$ cat config.mk
export PLATFORM = sky130hd
export DESIGN_NAME = debug_top
export DESIGN_NICKNAME = d
export VERILOG_FILES = /design/src/source/debug_pkg.sv /design/src/source/jtag_pkg.sv /design/src/source/dmi_if.sv /design/src/source/hart_dbg_if.sv /design/src/source/reset_sync.sv /design/src/source/jtag_tap.sv /design/src/source/debug_module.sv /design/src/source/hart_regs.sv /design/src/source/debug_top.sv
export SDC_FILE = /design/constraint.sdc
export NUM_CORES = 1
export LEC_CHECK = 0
export CORE_ASPECT_RATIO = 0.9
export CORE_MARGIN = 2
export CORE_UTILIZATION = 25
export CTS_CLUSTER_SIZE = 14
export DETAILED_ROUTE_END_ITERATION = 8
export DONT_BUFFER_PORTS = 1
export PLACE_DENSITY = 0.36
export REMOVE_ABC_BUFFERS = 1
export SYNTH_ARGS = -nofsm -noshare
export SYNTH_HDL_FRONTEND = slang
export SYNTH_SLANG_ARGS = --single-unit
$ cat constraint.sdc
create_clock -name clk -period 10.8 [get_ports clk]
set_input_delay 1.08 -clock clk [delete_from_list [all_inputs] [get_ports clk]]
set_output_delay 1.08 -clock clk [all_outputs]
set_load 0.005 [all_outputs]
$ cat src/source/debug_pkg.sv
// ------------------------------
// Single hart, one data register, no program buffer
// Only register-access abstract commands are decoded
// ------------------------------
package debug_pkg;

	localparam int DMI_ABITS = 7;
	// Address, 32-bit data and 2-bit op
	localparam int DMI_DR_W = DMI_ABITS + 34;

	// Requests use nop/read/write, responses reuse the codes as status
	typedef enum logic [1:0] {
		DMI_OP_NOP   = 2'd0,
		DMI_OP_READ  = 2'd1,
		DMI_OP_WRITE = 2'd2,
		DMI_OP_BUSY  = 2'd3
	} dmi_op_t;

	localparam dmi_op_t DMI_ST_SUCCESS = DMI_OP_NOP;
	localparam dmi_op_t DMI_ST_FAILED = DMI_OP_WRITE;

	localparam logic [DMI_ABITS-1:0] DM_DATA0 = 7'h04;
	localparam logic [DMI_ABITS-1:0] DM_DMCONTROL = 7'h10;
	localparam logic [DMI_ABITS-1:0] DM_DMSTATUS = 7'h11;
	localparam logic [DMI_ABITS-1:0] DM_ABSTRACTCS = 7'h16;
	localparam logic [DMI_ABITS-1:0] DM_COMMAND = 7'h17;

	typedef enum logic [2:0] {
		CMDERR_NONE       = 3'd0,
		CMDERR_BUSY       = 3'd1,
		CMDERR_NOTSUP     = 3'd2,
		CMDERR_EXCEPTION  = 3'd3,
		CMDERR_HALTRESUME = 3'd4
	} cmderr_t;

	localparam int NUM_GPR = 16;
	localparam logic [15:0] REGNO_GPR_BASE = 16'h1000;
	localparam logic [3:0] DMSTATUS_VERSION = 4'd2;
	localparam logic [3:0] ABS_DATACOUNT = 4'd1;

	typedef struct packed {
		logic        haltreq;
		logic        resumereq;
		logic [27:0] rsvd;
		logic        ndmreset;
		logic        dmactive;
	} dmcontrol_t;

	typedef struct packed {
		logic [7:0]  cmdtype;
		logic [5:0]  rsvd;
		logic        transfer;
		logic        write;
		logic [15:0] regno;
	} command_t;

	// One DMI write word, seen as dmcontrol or as an abstract command
	typedef union packed {
		dmcontrol_t ctrl;
		command_t   cmd;
	} dm_word_u;

endpackage

$ cat src/source/jtag_pkg.sv
// ------------------------------
// Standard 16-state TAP, 5-bit IR
// ------------------------------
package jtag_pkg;

	typedef enum logic [3:0] {
		TAP_RESET      = 4'h0,
		TAP_IDLE       = 4'h1,
		TAP_SELECT_DR  = 4'h2,
		TAP_CAPTURE_DR = 4'h3,
		TAP_SHIFT_DR   = 4'h4,
		TAP_EXIT1_DR   = 4'h5,
		TAP_PAUSE_DR   = 4'h6,
		TAP_EXIT2_DR   = 4'h7,
		TAP_UPDATE_DR  = 4'h8,
		TAP_SELECT_IR  = 4'h9,
		TAP_CAPTURE_IR = 4'ha,
		TAP_SHIFT_IR   = 4'hb,
		TAP_EXIT1_IR   = 4'hc,
		TAP_PAUSE_IR   = 4'hd,
		TAP_EXIT2_IR   = 4'he,
		TAP_UPDATE_IR  = 4'hf
	} tap_state_t;

	localparam logic [4:0] IR_IDCODE = 5'h01;
	localparam logic [4:0] IR_DTMCS = 5'h10;
	localparam logic [4:0] IR_DMI = 5'h11;
	localparam logic [4:0] IR_BYPASS = 5'h1f;

	localparam logic [31:0] IDCODE_VALUE = 32'hdeadbeef;
	localparam logic [3:0] DTMCS_VERSION = 4'd1;
	localparam logic [2:0] DTMCS_IDLE = 3'd1;

endpackage

$ cat src/source/dmi_if.sv
// ------------------------------
// One outstanding request, response one cycle after accept
// ------------------------------
interface dmi_if import debug_pkg::*; ();

	logic                 req_valid;
	logic                 req_ready;
	logic [DMI_ABITS-1:0] addr;
	logic [31:0]          wdata;
	dmi_op_t              op;
	logic                 rsp_valid;
	logic [31:0]          rdata;
	logic                 rsp_err;

	modport master (
		output req_valid, addr, wdata, op,
		input  req_ready, rsp_valid, rdata, rsp_err
	);

	modport slave (
		input  req_valid, addr, wdata, op,
		output req_ready, rsp_valid, rdata, rsp_err
	);

endinterface

$ cat src/source/hart_dbg_if.sv
// ------------------------------
// Run control as levels, register access as valid/ready
// ------------------------------
interface hart_dbg_if;

	// Run control
	logic        halt_req;
	logic        resume_req;
	logic        halted;
	logic        running;

	// Register access
	logic        acc_valid;
	logic        acc_ready;
	logic [15:0] regno;
	logic        write;
	logic [31:0] wdata;
	logic        acc_done;
	logic [31:0] rdata;
	logic        acc_err;

	modport dm (
		output halt_req, resume_req, acc_valid, regno, write, wdata,
		input  halted, running, acc_ready, acc_done, rdata, acc_err
	);

	modport hart (
		input  halt_req, resume_req, acc_valid, regno, write, wdata,
		output halted, running, acc_ready, acc_done, rdata, acc_err
	);

endinterface

$ cat src/source/reset_sync.sv
// ------------------------------
// Output follows input at once, releases two clocks late
// ------------------------------
module reset_sync (
	input  logic clk,
	input  logic i_rst_async,
	output logic o_rst
);

	logic [1:0] hold;

	always_ff @(posedge clk) begin
		if (i_rst_async) begin
			hold <= 2'b11;
		end else begin
			hold <= {hold[0], 1'b0};
		end
	end

	assign o_rst = i_rst_async | hold[1];

endmodule

$ cat src/source/jtag_tap.sv
// ------------------------------
// TCK is oversampled on clk, each TCK level needs 4+ clocks
// i_trst is active high
// ------------------------------
module jtag_tap
	import debug_pkg::*;
	import jtag_pkg::*;
(
	input  logic  clk,
	input  logic  i_rst,
	input  logic  i_tck,
	input  logic  i_tms,
	input  logic  i_tdi,
	input  logic  i_trst,
	output logic  o_tdo,
	dmi_if.master dmi
);

	logic [1:0]          tck_sync, tms_sync, tdi_sync, trst_sync;
	logic                tck_d, tck_rise, tck_fall, tms, tdi;
	tap_state_t          state, state_nxt;
	logic [4:0]          ir, ir_sh;
	logic [DMI_DR_W-1:0] dr;
	logic [31:0]         dtmcs_word, rdata_q;
	dmi_op_t             dmi_stat;
	logic                dmi_pending;

	always_ff @(posedge clk) begin
		if (i_rst) begin
			tck_sync <= '0;
			tms_sync <= '0;
			tdi_sync <= '0;
			trst_sync <= '0;
			tck_d <= 1'b0;
		end else begin
			tck_sync <= {tck_sync[0], i_tck};
			tms_sync <= {tms_sync[0], i_tms};
			tdi_sync <= {tdi_sync[0], i_tdi};
			trst_sync <= {trst_sync[0], i_trst};
			tck_d <= tck_sync[1];
		end
	end

	assign tck_rise = tck_sync[1] & ~tck_d;
	assign tck_fall = ~tck_sync[1] & tck_d;
	assign tms = tms_sync[1];
	assign tdi = tdi_sync[1];

	always_comb begin
		case (state)
			TAP_RESET:      state_nxt = tms ? TAP_RESET : TAP_IDLE;
			TAP_IDLE:       state_nxt = tms ? TAP_SELECT_DR : TAP_IDLE;
			TAP_SELECT_DR:  state_nxt = tms ? TAP_SELECT_IR : TAP_CAPTURE_DR;
			TAP_CAPTURE_DR: state_nxt = tms ? TAP_EXIT1_DR : TAP_SHIFT_DR;
			TAP_SHIFT_DR:   state_nxt = tms ? TAP_EXIT1_DR : TAP_SHIFT_DR;
			TAP_EXIT1_DR:   state_nxt = tms ? TAP_UPDATE_DR : TAP_PAUSE_DR;
			TAP_PAUSE_DR:   state_nxt = tms ? TAP_EXIT2_DR : TAP_PAUSE_DR;
			TAP_EXIT2_DR:   state_nxt = tms ? TAP_UPDATE_DR : TAP_SHIFT_DR;
			TAP_UPDATE_DR:  state_nxt = tms ? TAP_SELECT_DR : TAP_IDLE;
			TAP_SELECT_IR:  state_nxt = tms ? TAP_RESET : TAP_CAPTURE_IR;
			TAP_CAPTURE_IR: state_nxt = tms ? TAP_EXIT1_IR : TAP_SHIFT_IR;
			TAP_SHIFT_IR:   state_nxt = tms ? TAP_EXIT1_IR : TAP_SHIFT_IR;
			TAP_EXIT1_IR:   state_nxt = tms ? TAP_UPDATE_IR : TAP_PAUSE_IR;
			TAP_PAUSE_IR:   state_nxt = tms ? TAP_EXIT2_IR : TAP_PAUSE_IR;
			TAP_EXIT2_IR:   state_nxt = tms ? TAP_UPDATE_IR : TAP_SHIFT_IR;
			default:        state_nxt = tms ? TAP_SELECT_DR : TAP_IDLE;
		endcase
	end

	always_ff @(posedge clk) begin
		if (i_rst || trst_sync[1]) begin
			state <= TAP_RESET;
			ir <= IR_IDCODE;
		end else if (tck_rise) begin
			state <= state_nxt;
			if (state == TAP_RESET)
				ir <= IR_IDCODE;
			else if (state == TAP_UPDATE_IR)
				ir <= ir_sh;
		end
	end

	assign dtmcs_word = {14'b0, 3'b0, DTMCS_IDLE, dmi_stat, 6'(DMI_ABITS), DTMCS_VERSION};

	// Shift registers, IR and DR share the TCK edge
	always_ff @(posedge clk) begin
		if (tck_rise) begin
			if (state == TAP_CAPTURE_IR)
				ir_sh <= 5'b00001;
			else if (state == TAP_SHIFT_IR)
				ir_sh <= {tdi, ir_sh[4:1]};
			if (state == TAP_CAPTURE_DR) begin
				case (ir)
					IR_IDCODE: dr <= DMI_DR_W'(IDCODE_VALUE);
					IR_DTMCS:  dr <= DMI_DR_W'(dtmcs_word);
					IR_DMI:    dr <= {dmi.addr, rdata_q, dmi_pending ? DMI_OP_BUSY : dmi_stat};
					default:   dr <= '0;
				endcase
			end else if (state == TAP_SHIFT_DR) begin
				case (ir)
					IR_DMI:              dr <= {tdi, dr[DMI_DR_W-1:1]};
					IR_IDCODE, IR_DTMCS: dr <= {{(DMI_DR_W-32){1'b0}}, tdi, dr[31:1]};
					default:             dr <= {{(DMI_DR_W-1){1'b0}}, tdi};
				endcase
			end
		end
		if (tck_rise && state == TAP_UPDATE_DR && ir == IR_DMI) begin
			dmi.addr <= dr[DMI_DR_W-1:34];
			dmi.wdata <= dr[33:2];
			dmi.op <= dmi_op_t'(dr[1:0]);
		end
		if (dmi.rsp_valid)
			rdata_q <= dmi.rdata;
	end

	// DMI master with sticky busy and failed status
	always_ff @(posedge clk) begin
		if (i_rst) begin
			dmi.req_valid <= 1'b0;
			dmi_pending <= 1'b0;
			dmi_stat <= DMI_ST_SUCCESS;
		end else begin
			if (dmi.req_valid && dmi.req_ready)
				dmi.req_valid <= 1'b0;
			if (dmi.rsp_valid) begin
				dmi_pending <= 1'b0;
				if (dmi.rsp_err && dmi_stat == DMI_ST_SUCCESS)
					dmi_stat <= DMI_ST_FAILED;
			end
			if (tck_rise && state == TAP_CAPTURE_DR && ir == IR_DMI && dmi_pending)
				dmi_stat <= DMI_OP_BUSY;
			if (tck_rise && state == TAP_UPDATE_DR) begin
				if (ir == IR_DTMCS && dr[16]) begin
					dmi_stat <= DMI_ST_SUCCESS;
				end else if (ir == IR_DMI) begin
					if (dmi_pending)
						dmi_stat <= DMI_OP_BUSY;
					else if (dmi_stat == DMI_ST_SUCCESS && dr[1:0] != DMI_OP_NOP) begin
						dmi.req_valid <= 1'b1;
						dmi_pending <= 1'b1;
					end
				end
			end
		end
	end

	// TDO launched on the falling TCK edge
	always_ff @(posedge clk) begin
		if (i_rst)
			o_tdo <= 1'b0;
		else if (tck_fall)
			o_tdo <= (state == TAP_SHIFT_IR) ? ir_sh[0] : (state == TAP_SHIFT_DR) ? dr[0] : 1'b0;
	end

endmodule

$ cat src/source/debug_module.sv
// ------------------------------
// One hart, data0 only, register-access commands only
// ------------------------------
module debug_module
	import debug_pkg::*;
(
	input  logic      clk,
	input  logic      i_rst,
	dmi_if.slave      dmi,
	hart_dbg_if.dm    hart,
	output logic      o_ndmreset
);

	dm_word_u    wr_word;
	logic        accept, dmi_wr, cmd_start;
	logic        dmactive, resumeack, abs_busy;
	cmderr_t     cmderr;
	logic [31:0] data0;
	logic [31:0] dmcontrol, dmstatus, abstractcs, rd_word;
	logic        rd_err;

	assign wr_word = dmi.wdata;
	assign accept = dmi.req_valid & dmi.req_ready;
	assign dmi_wr = accept && dmi.op == DMI_OP_WRITE;

	// Command goes to the hart only when every check passes
	assign cmd_start = dmi_wr && dmi.addr == DM_COMMAND && !abs_busy &&
		cmderr == CMDERR_NONE && wr_word.cmd.cmdtype == 8'd0 &&
		hart.halted && wr_word.cmd.transfer;

	assign dmcontrol = {hart.halt_req, 1'b0, 28'b0, o_ndmreset, dmactive};
	assign dmstatus = {14'b0, resumeack, resumeack, 4'b0, hart.running, hart.running,
		hart.halted, hart.halted, 1'b1, 3'b0, DMSTATUS_VERSION};
	assign abstractcs = {3'b0, 5'd0, 11'b0, abs_busy, 1'b0, cmderr, 4'b0, ABS_DATACOUNT};

	always_comb begin
		rd_err = 1'b0;
		case (dmi.addr)
			DM_DATA0:      rd_word = data0;
			DM_DMCONTROL:  rd_word = dmcontrol;
			DM_DMSTATUS:   rd_word = dmstatus;
			DM_ABSTRACTCS: rd_word = abstractcs;
			DM_COMMAND:    rd_word = '0;
			default: begin
				rd_word = '0;
				rd_err = 1'b1;
			end
		endcase
	end

	always_ff @(posedge clk) begin
		if (i_rst) begin
			dmi.req_ready <= 1'b0;
			dmi.rsp_valid <= 1'b0;
			dmi.rsp_err <= 1'b0;
			dmactive <= 1'b0;
			o_ndmreset <= 1'b0;
			hart.halt_req <= 1'b0;
			hart.resume_req <= 1'b0;
			hart.acc_valid <= 1'b0;
			resumeack <= 1'b0;
			abs_busy <= 1'b0;
			cmderr <= CMDERR_NONE;
		end else begin
			dmi.req_ready <= 1'b1;
			dmi.rsp_valid <= accept;
			if (accept)
				dmi.rsp_err <= rd_err;
			// Resume completes once the hart reports running
			if (hart.resume_req && hart.running) begin
				hart.resume_req <= 1'b0;
				resumeack <= 1'b1;
			end
			if (hart.acc_valid && hart.acc_ready)
				hart.acc_valid <= 1'b0;
			if (hart.acc_done) begin
				abs_busy <= 1'b0;
				if (hart.acc_err && cmderr == CMDERR_NONE)
					cmderr <= CMDERR_EXCEPTION;
			end
			if (dmi_wr) begin
				case (dmi.addr)
					DM_DMCONTROL: begin
						dmactive <= wr_word.ctrl.dmactive;
						if (!wr_word.ctrl.dmactive) begin
							hart.halt_req <= 1'b0;
							hart.resume_req <= 1'b0;
							o_ndmreset <= 1'b0;
						end else begin
							hart.halt_req <= wr_word.ctrl.haltreq;
							o_ndmreset <= wr_word.ctrl.ndmreset;
							if (wr_word.ctrl.resumereq && !wr_word.ctrl.haltreq) begin
								hart.resume_req <= 1'b1;
								resumeack <= 1'b0;
							end
						end
					end
					DM_DATA0: begin
						if (abs_busy && cmderr == CMDERR_NONE)
							cmderr <= CMDERR_BUSY;
					end
					DM_ABSTRACTCS: cmderr <= cmderr_t'(cmderr & ~dmi.wdata[10:8]);
					DM_COMMAND: begin
						if (abs_busy) begin
							if (cmderr == CMDERR_NONE)
								cmderr <= CMDERR_BUSY;
						end else if (cmderr == CMDERR_NONE) begin
							if (wr_word.cmd.cmdtype != 8'd0)
								cmderr <= CMDERR_NOTSUP;
							else if (!hart.halted)
								cmderr <= CMDERR_HALTRESUME;
						end
					end
					default: ;
				endcase
			end
			if (cmd_start) begin
				abs_busy <= 1'b1;
				hart.acc_valid <= 1'b1;
			end
		end
	end

	always_ff @(posedge clk) begin
		if (accept)
			dmi.rdata <= rd_word;
		if (dmi_wr && dmi.addr == DM_DATA0 && !abs_busy)
			data0 <= dmi.wdata;
		// Register reads land in data0
		if (hart.acc_done && !hart.acc_err && !hart.write)
			data0 <= hart.rdata;
		if (cmd_start) begin
			hart.regno <= wr_word.cmd.regno;
			hart.write <= wr_word.cmd.write;
			hart.wdata <= data0;
		end
	end

endmodule

$ cat src/source/hart_regs.sv
// ------------------------------
// Stand-in hart, no instruction execution
// ------------------------------
module hart_regs
	import debug_pkg::*;
(
	input  logic     clk,
	input  logic     i_rst,
	hart_dbg_if.hart dbg
);

	logic [31:0]                gpr [NUM_GPR];
	logic                       halted_q, stall_q, accept, in_range;
	logic [$clog2(NUM_GPR)-1:0] idx;

	assign accept = dbg.acc_valid & dbg.acc_ready;
	assign in_range = dbg.regno >= REGNO_GPR_BASE && dbg.regno < REGNO_GPR_BASE + NUM_GPR;
	assign idx = dbg.regno[$clog2(NUM_GPR)-1:0];

	// One stall cycle after each accept
	assign dbg.acc_ready = ~stall_q;
	assign dbg.halted = halted_q;
	assign dbg.running = ~halted_q;

	always_ff @(posedge clk) begin
		if (i_rst) begin
			halted_q <= 1'b0;
			stall_q <= 1'b0;
			dbg.acc_done <= 1'b0;
			dbg.acc_err <= 1'b0;
			for (int i = 0; i < NUM_GPR; i++)
				gpr[i] <= '0;
		end else begin
			if (dbg.halt_req && !halted_q)
				halted_q <= 1'b1;
			else if (dbg.resume_req && !dbg.halt_req && halted_q)
				halted_q <= 1'b0;
			stall_q <= accept;
			dbg.acc_done <= accept;
			if (accept) begin
				dbg.acc_err <= ~in_range;
				// x0 stays zero
				if (in_range && dbg.write && idx != '0)
					gpr[idx] <= dbg.wdata;
			end
		end
	end

	always_ff @(posedge clk) begin
		if (accept)
			dbg.rdata <= (in_range && idx != '0) ? gpr[idx] : '0;
	end

endmodule

$ cat src/source/debug_top.sv
// ------------------------------
// i_trst is active high, hart reset also covers ndmreset
// ------------------------------
module debug_top (
	input  logic clk,
	input  logic i_rst,
	input  logic i_tck,
	input  logic i_tms,
	input  logic i_tdi,
	input  logic i_trst,
	output logic o_tdo,
	output logic o_hart_halted,
	output logic o_hart_running
);

	dmi_if      dmi ();
	hart_dbg_if hart_dbg ();

	logic rst_dmi, rst_hart, ndmreset;

	reset_sync u_dmi_rst (
		.clk         (clk),
		.i_rst_async (i_rst),
		.o_rst       (rst_dmi)
	);

	// Hart held in reset while the DM asserts ndmreset
	reset_sync u_hart_rst (
		.clk         (clk),
		.i_rst_async (i_rst | ndmreset),
		.o_rst       (rst_hart)
	);

	jtag_tap u_tap (
		.clk    (clk),
		.i_rst  (rst_dmi),
		.i_tck  (i_tck),
		.i_tms  (i_tms),
		.i_tdi  (i_tdi),
		.i_trst (i_trst),
		.o_tdo  (o_tdo),
		.dmi    (dmi)
	);

	debug_module u_dm (
		.clk        (clk),
		.i_rst      (rst_dmi),
		.dmi        (dmi),
		.hart       (hart_dbg),
		.o_ndmreset (ndmreset)
	);

	hart_regs u_hart (
		.clk   (clk),
		.i_rst (rst_hart),
		.dbg   (hart_dbg)
	);

	assign o_hart_halted = hart_dbg.halted;
	assign o_hart_running = hart_dbg.running;

endmodule

==> impl_metrics.toml, run 1 <==
[layout]
final_cell_area_um2 = 39000
drive_above_1_share = 0.175
nNetsFinal = 2192
syn2layout_area_growth_pct = 16.1

[global_routing]
antenna_found_initial = 4
grt_pass1_wl_um = 152000
grtUsageTotal = 0.154
grt_max_degree = 118
grt_pass1_vias = 19572
grt_overflow = 0

[sta]
worst_slack_ns = 6.48
tightest_slew_ns = 1.34
fin_crit_ns = 4.32
max_freq_mhz = 231
drv_slew = 0
rsz0062_at_grt = "no"
post-route-period-util = 0.400
skew_ns = 0.0297
slew_headroom = 0.107
setup_viol = 0
hold_violations = 0

[detailed_routing]
routedWlPerCell_um = 26.5
dr.pass1.iters = 5
detail_route.vias_per_cell = 4.65
ant_nets = 0
drc_errors = 0
drt_iter0_drc = 1638
wl_um = 106000
vias = 18644

[critical_path]
crit_buf_inv = 2
crit_fanout = 34
max_stage_delay_ns = 1.12
startpoint_type = "flop"
endpoint_kind = "flop"
critPathRequiredTime_ns = 11.07
path_class = "flop to flop"
critical_path.top_delay_family = "simple AND/OR/NAND/NOR gates"
worst-endpoint-arrival_ns = 4.59
path_cells = "nand2b_1, inv_2, nand3_2, nor4_4, buf_4, nand2b_2"
cp_slowest_cell = "nand2b_2"

[yosys]
synthesis.area_um2 = 33600
synth-main-ff-cell = "edfxtp_1"
ys_seq_area_frac = 0.718
synth_edf_count = 776
synth.avg_cell_area_um2 = 15.6
synth-seq-cells = 819
synthArstFlopShare = 0
synthCells = 2149
yosys_warnings = 0
synth_cell_types = 67

[clock_network]
cts_htree_levels = 3
path_clk_slew_ns = 0.06
hold_buffers = 0
cts.path.max_buffers = 3
post_cts.repair.setup_buffers = 0
clkLatencyLatePin_ns = 0.68
clockRootBuffer = "clkbuf_16"
cts_tree = "done"
cts_made_buffers = 95
cts_resized = 0
clock_sink_count = 819

[die]
fp.dieH_um = 352
initial_core_util = 0.252
fp.dieW_um = 391
die_area_um2 = 137000
coreArea_um2 = 133000
rows = 127
pin_count = 9

[run]
drv.max_cap_violation_count = 0

[place]
gp_congestion = 0.783
place_area_um2 = 36000
place_worst_setup_slack_ns = 6.20
port_buffers = 0
dp_hpwl_um = 68100

[worst_hold_path]
min_path_type = "flop to flop"

[status]
outcome = "completed"

[power]
pwr_density_cell_nw_per_um2 = 176
peakVddDrop_uv = 130
leakage_nw = 13.4
p_total_w = 0.00686
[layout make-up]
type	instances	area, um^2
fillers	13152	94300
flip-flops and latches	819	24200
multi-input cells	1211	9220
clock buffers	118	2530
well taps	1741	2180
clock inverters	56	541
repair buffers	45	363
inverters	14	52.6
diodes	2	5.00
[metrics by stage]
stage                      util  cells  TNS (ns)  hold slack, ns
after CTS                 0.293   4004         0           0.368
after global routing      0.293   4004         0           0.372
after floorplan               -   2044   -241.07           0.384
after detailed placement  0.270   3830         0           0.395
final                     0.293   4006         0           0.414
after global placement    0.270   3830         0           0.400
[kinds of logic (layout without fill, tap and decap cells)]
kind of cell,after synthesis,count (layout),share of synthesized area
AOI/OAI and AO/OA,231,231,0.0477
buffers and inverters,150,233,0.0177
DFF,819,819,0.718
muxes,163,163,0.0973
other,1,34,0.000112
and+or+nand+nor,785,785,0.119
[synth_stat cells (7+ instances only)]
master,instances,area (um^2)
edfxtp_1,776,23300
nor2_1,285,1070
and2_1,257,1610
mux4_2,128,2880
nand2_1,111,417
clkbuf_1,92,345
a21oi_1,69,345
a22oi_1,64,480
dfxtp_1,43,861
mux2_2,32,360
nor2b_1,29,181
buf_2,26,130
nand3_1,20,100
o21ai_0,19,95.1
buf_1,18,67.6
o2bb2ai_1,17,149
nand2b_1,16,100
inv_1,12,45.0
a22o_1,9,78.8
nand4_1,9,56.3
o21a_1,9,67.6
nor3_1,7,35.0
nor4_1,7,43.8
[cell usage in the layout (no fill, tap or decap), drive strengths merged, types with 43 or more instances in the layout]
| master | instances |
|---|---|
| edfxtp | 776 |
| nor2 | 285 |
| and2 | 258 |
| mux4 | 128 |
| clkbuf | 118 |
| nand2 | 111 |
| a21oi | 71 |
| a22oi | 64 |
| buf | 45 |
| dfxtp | 43 |
[registers in the layout, summed over array words and instances (netlist names), 3 cells and up]
name,count
u_dm.cmderr,3
u_dm.data0,32
u_dm.dmi.rdata,32
u_dm.hart.regno,16
u_dm.hart.wdata,32
u_hart.dbg.rdata,32
u_hart.gpr,512
u_tap.dmi.addr,7
u_tap.dmi.wdata,32
u_tap.dr,41
u_tap.ir,5
u_tap.ir_sh,5
u_tap.rdata_q,32
u_tap.state,4
[worst reg2reg max path, cell delays in order, from the launching register on]
cell and delay [ns]:
dfxtp_1 0.37, nand2b_1 0.24, inv_2 0.69, nand3_2 0.55, nor4_4 0.40, buf_4 0.49, nand2b_2 1.14
[final timing paths]
check | startpoint | to | slack, ns | cells after the start
min | u_dm.dmi.rdata[30] | u_tap.rdata_q[30] | 0.41 | 0
min reg2reg | u_dm.dmi.rdata[30] | u_tap.rdata_q[30] | 0.41 | 0
max reg2reg | u_hart.stall_q | u_hart.gpr[2][24] | 6.48 | 6
max | u_hart.stall_q | u_hart.gpr[2][24] | 6.48 | 6
[routing by layer]
layer,up-vias,GRT usage,share of wire
met5,-,0,0
met4,0,0.0352,0.021
met3,127,0.0217,0.040
met2,447,0.262,0.50
met1,9888,0.208,0.44
li1,8182,-,-
[power by group]
group | switching (W) | leakage [nW] | internal [W]
combinational | 0.0000579 | 3.26 | 0.0000313
sequential | 0.0000250 | 8.68 | 0.00352
clock | 0.00135 | 1.49 | 0.00188
No activity file was read; power rests on OpenSTA's default activity.
==> inputs of run 2 (changes only) <==
--- a/config.mk
+++ b/config.mk
@@ -11,7 +11,7 @@
 export CTS_CLUSTER_SIZE = 14
 export DETAILED_ROUTE_END_ITERATION = 8
 export DONT_BUFFER_PORTS = 1
-export PLACE_DENSITY = 0.36
+export PLACE_DENSITY = 0.38
 export REMOVE_ABC_BUFFERS = 1
 export SYNTH_ARGS = -nofsm -noshare
 export SYNTH_HDL_FRONTEND = slang
==> constraint.sdc (replaced) <==
create_clock -name clk -period 3.7 [get_ports clk]
set_input_delay 0.37 -clock clk [delete_from_list [all_inputs] [get_ports clk]]
set_output_delay 0.37 -clock clk [all_outputs]
set_load 0.005 [all_outputs]
==> run 2 against run 1 <==
Effect of this change:
- sequential share of layout area fell by 0.51 points
- first-iteration DRC count barely moved
- critical path depth did not move
- power rose to 2.9 times the previous value
- sequential power rose to 2.9 times the previous value
- clock skew rose by 0.015 ns
- global-route usage fell by 0.077 points
- clock power rose to 2.8 times the previous value
- combinational power rose to 3.4 times the previous value
- fmax rose by 47%
- hold slack got worse by 0.33 ns
==> impl_metrics.toml, run 2 (synthesis results as in run 1) <==
[clock_network]
post_cts.repair.setup_buffers = 0
clkLatencyLatePin_ns = 0.72
path_clk_slew_ns = 0.06
cts_htree_levels = 3
cts.path.max_buffers = 3
cts_tree = "done"
cts_made_buffers = 93
clock_sink_count = 819
clockRootBuffer = "clkbuf_16"
hold_buffers = 5
cts_resized = 0

[detailed_routing]
dr.pass1.iters = 7
drc_errors = 0
routedWlPerCell_um = 26.2
drt_iter0_drc = 1639
vias = 18926
ant_nets = 0
detail_route.vias_per_cell = 4.68
wl_um = 106000

[critical_path]
cp_slowest_cell = "nor4_1"
worst-endpoint-arrival_ns = 3.35
max_stage_delay_ns = 0.58
path_class = "flop to flop"
endpoint_kind = "flop"
critical_path.top_delay_family = "simple AND/OR/NAND/NOR gates"
critPathRequiredTime_ns = 4.11
crit_buf_inv = 2
startpoint_type = "flop"
path_cells = "nor4_1, buf_4, nand3_1, nor4_4, nand2b_2, buf_12"
crit_fanout = 18

[place]
place_area_um2 = 36400
gp_congestion = 0.755
dp_hpwl_um = 64100
port_buffers = 0
place_worst_setup_slack_ns = 0.694

[sta]
tightest_slew_ns = 1.00
slew_headroom = 0.332
post-route-period-util = 0.793
fin_crit_ns = 2.93
hold_violations = 0
skew_ns = 0.0451
drv_slew = 0
rsz0062_at_grt = "no"
setup_viol = 0
worst_slack_ns = 0.766
max_freq_mhz = 341

[global_routing]
grt_overflow = 0
grt_max_degree = 83
grtUsageTotal = 0.154
antenna_found_initial = 4
grt_pass1_vias = 19701
grt_pass1_wl_um = 151000

[status]
outcome = "completed"

[die]
coreArea_um2 = 133000
die_area_um2 = 137000
pin_count = 9
initial_core_util = 0.252
fp.dieW_um = 391
fp.dieH_um = 352
rows = 127

[power]
power_switching_w = 0.00416
pwr_density_cell_nw_per_um2 = 501
p_seq_frac = 0.523
peakVddDrop_uv = 327
leakage_nw = 13.6
p_clk_frac = 0.462
p_sw_frac = 0.211
combPwrFrac = 0.015
internal_power_w = 0.0156

[layout]
multi_input_area_um2 = 9220
syn2layout_area_growth_pct = 17.1
largest_reg_flops = 512
final_cell_mix = "edfxtp_1 (776), nor2_1 (280), and2_1 (256)"
seq_area_um2 = 24200
fill_cells = 13157
drive_above_1_share = 0.187
reg_top3 = "u_hart.gpr (512), u_tap.dr (41)"
final_cell_area_um2 = 39400
fin_util = 0.295
top_register = "u_hart.gpr"
nNetsFinal = 2235
antenna_cells = 0
layout.cells.most_common = "edfxtp_1"

[worst_hold_path]
min_path_type = "primary input to flop"

[run]
drv.max_cap_violation_count = 0
run 2: power groups by stage:
| stage | combinational, W | clock [W] | sequential (W) |
|---|---|---|---|
| floorplan | 0.000161 | 0 | 0.0105 |
| global placement | 0.000305 | 0 | 0.0105 |
| detailed placement | 0.000306 | 0 | 0.0105 |
| CTS | 0.000313 | 0.00940 | 0.0103 |
| global route | 0.000326 | 0.00973 | 0.0103 |
| finish | 0.000305 | 0.00912 | 0.0103 |
run 2: cell type report:
class                           instances  area share
Sequential cell                       819       0.614
Inverter                               14     0.00133
Multi-Input combinational cell       1211       0.234
Tap cell                             1741      0.0553
Clock buffer                          120      0.0627
Timing Repair Buffer                   90      0.0203
Clock inverter                         51      0.0125
run 2: worst paths after layout:
check | from | to | slack [ns] | depth (start not counted)
worst max-delay path | u_dm.hart.regno[5] | u_hart.gpr[10][22] | 0.77 | 6
worst min-delay path | i_rst | u_dm.hart.acc_valid | 0.09 | 2
worst max register to register | u_dm.hart.regno[5] | u_hart.gpr[10][22] | 0.77 | 6
worst min register to register | u_dm.dmi.rdata[2] | u_tap.rdata_q[2] | 0.40 | 0
run 2: per-layer routing:
metal	routed length (um)	track usage
met2	49600	0.243
met4	2030	0.0354
met5	0	0
met3	5090	0.0276
met1	49100	0.218
run 2: through the flow:
step,std cells,total power [W],hold WS (ns),setup TNS (ns)
after floorplan,2044,0.0107,0.384,-4982.73
final,4046,0.0197,0.0874,0
after global routing,4046,0.0204,0.0748,0
after global placement,3870,0.0108,0.394,0
after CTS,4046,0.0200,0.0299,0
after detailed placement,3870,0.0108,0.397,0
==> inputs of run 3 (changes only) <==
--- a/config.mk
+++ b/config.mk
@@ -11,7 +11,7 @@
 export CTS_CLUSTER_SIZE = 14
 export DETAILED_ROUTE_END_ITERATION = 8
 export DONT_BUFFER_PORTS = 1
-export PLACE_DENSITY = 0.38
+export PLACE_DENSITY = 0.36
 export REMOVE_ABC_BUFFERS = 1
 export SYNTH_ARGS = -nofsm -noshare
 export SYNTH_HDL_FRONTEND = slang
==> constraint.sdc (replaced) <==
create_clock -name clk -period 2.8 [get_ports clk]
set_input_delay 0.28 -clock clk [delete_from_list [all_inputs] [get_ports clk]]
set_output_delay 0.28 -clock clk [all_outputs]
set_load 0.005 [all_outputs]
==> run 3 against run 2 <==
Effect of this change:
- hold slack better by 0.15 ns
- first-iteration DRC count is 3.7% higher
- critical path type unchanged
- clock skew is 0.017 ns lower
- worst setup slack worse by 0.52 ns
- fmax is 15% higher
- critical endpoint is now u_hart.gpr[9][16]
- core utilization is 0.57 points higher
==> impl_metrics.toml, run 3 (synthesis results as in run 1) <==
[critical_path]
path_cells = "nor4_1, buf_4, and2_1, nand4_1, buf_4, o21ai_4, buf_4"
crit_fanout = 8
worst-endpoint-arrival_ns = 2.93
worstReg2RegStart = "u_dm.hart.regno[15]"
max_stage_delay_ns = 0.49
startpoint_type = "flop"
endpoint_kind = "flop"
cp_slowest_cell = "nor4_1"
cp_common_cell = "buf_4"
critPathRequiredTime_ns = 3.17
path_class = "flop to flop"
cp-startpoint = "u_dm.hart.regno[15]"

[detailed_routing]
routedWlPerCell_um = 25.9
vias = 18989
drc_errors = 0
wl_um = 106000
detail_route.vias_per_cell = 4.64
dr.pass1.iters = 5
drt_iter0_drc = 1699
ant_nets = 0

[worst_hold_path]
min_path_type = "primary input to flop"
worstHoldStart = "i_tdi"

[power]
peakVddDrop_uv = 376
pwr_density_cell_nw_per_um2 = 650
combPwrFrac = 0.017
p_clk_frac = 0.460
power_switching_w = 0.00548
leakage_nw = 14.0
p_sw_frac = 0.210
p_seq_frac = 0.523
internal_power_w = 0.0206

[clock_network]
cts_made_buffers = 91
clkLatencyLatePin_ns = 0.71
clock_sink_count = 819
path_clk_slew_ns = 0.06
cts_tree = "done"
clockRootBuffer = "clkbuf_16"
cts.path.max_buffers = 3
cts_resized = 0
post_cts.repair.setup_buffers = 0
cts_htree_levels = 3

[die]
die_area_um2 = 137000
initial_core_util = 0.252
rows = 127
fp.dieH_um = 352
coreArea_um2 = 133000
fp.dieW_um = 391
pin_count = 9

[sta]
rsz0062_at_grt = "no"
fin_crit_ns = 2.55
max_freq_mhz = 392
setup_viol = 0
slew_headroom = 0.476
drv_slew = 0
skew_ns = 0.0282
hold_violations = 0
post-route-period-util = 0.911
tns_ns = 0
tightest_slew_ns = 0.786

[layout]
nNetsFinal = 2280
drive_above_1_share = 0.203
layoutNonFillerInstCount = 4091
syn2layout_area_growth_pct = 19.3
final_cell_mix = "edfxtp_1 (776), nor2_1 (280), and2_1 (256)"
layout.cells.most_common = "edfxtp_1"
top_register = "u_hart.gpr"
largest_reg_flops = 512
reg_top3 = "u_hart.gpr (512), u_tap.dr (41)"

[place]
gp_congestion = 0.768
dp_cells = 3917
dp_hpwl_um = 67100
port_buffers = 0

[global_routing]
antenna_found_initial = 0
grt_pass1_wl_um = 151000
grt_max_degree = 81
grtUsageTotal = 0.154
grt_overflow = 0
grt_pass1_vias = 19826

[status]
outcome = "completed"

[run]
drv.max_cap_violation_count = 0
## run 3: what timing repair did
| action | in CTS | in global routing |
|---|---|---|
| endpoints found under the hold margin | 22 | 0 |
| endpoints found under the setup margin | 0 | 0 |
| hold buffers | 5 | 0 |
## run 3: power by group through the flow
stage	clock [W]	sequential (W)	combinational [W]
2_1_floorplan	0	0.0139	0.000213
3_3_place_gp	0	0.0139	0.000446
3_5_place_dp	0	0.0139	0.000449
4_1_cts	0.0123	0.0136	0.000458
5_1_grt	0.0128	0.0137	0.000477
6_report	0.0120	0.0136	0.000446
## run 3: critical path: cells and delay by family (launching register included)
family | cells | cell delay [ns]
AND/OR/NAND/NOR | 3 | 0.92
buffers and inverters | 3 | 0.72
flip-flops | 1 | 0.36
AO/OA/AOI/OAI | 1 | 0.22
## run 3: stage by stage
step                hold WS, ns  setup WS [ns]  power (W)  cell area, um^2  utilization
global route              0.210         0.0998     0.0269            40100        0.301
detailed placement        0.311          0.258     0.0144            37200        0.279
CTS                       0.199          0.236     0.0264            40100        0.301
finish                    0.241          0.249     0.0261            40100        0.301
global placement          0.311          0.176     0.0143            37200        0.279
floorplan                 0.308          -8.94     0.0141            33200            -
## run 3: final cells by class
| type | instances | area [um^2] |
|---|---|---|
| timing repair buffer | 137 | 1590 |
| clock inverter | 45 | 492 |
| multi-input combinational | 1211 | 9220 |
| antenna | 2 | 5.00 |
| clock buffer | 122 | 2430 |
| tap | 1741 | 2180 |
| inverter | 14 | 52.6 |
| fill | 13160 | 93200 |
| sequential | 819 | 24200 |
## run 3: final timing paths
| path | slack, ns | end | depth (start not counted) |
|---|---|---|---|
| worst max-delay path | 0.25 | u_hart.gpr[9][16] | 7 |
| worst max register to register | 0.25 | u_hart.gpr[9][16] | 7 |
| worst min register to register | 0.41 | u_dmi_rst.hold[1] | 1 |
| worst min-delay path | 0.24 | u_tap.tdi_sync[0] | 2 |
## run 3: metal layers
layer,track usage,up-vias,share of wire
met2,0.233,445,0.45
met5,0,-,0
met1,0.230,10066,0.49
li1,-,8368,-
met3,0.0268,110,0.043
met4,0.0337,0,0.019
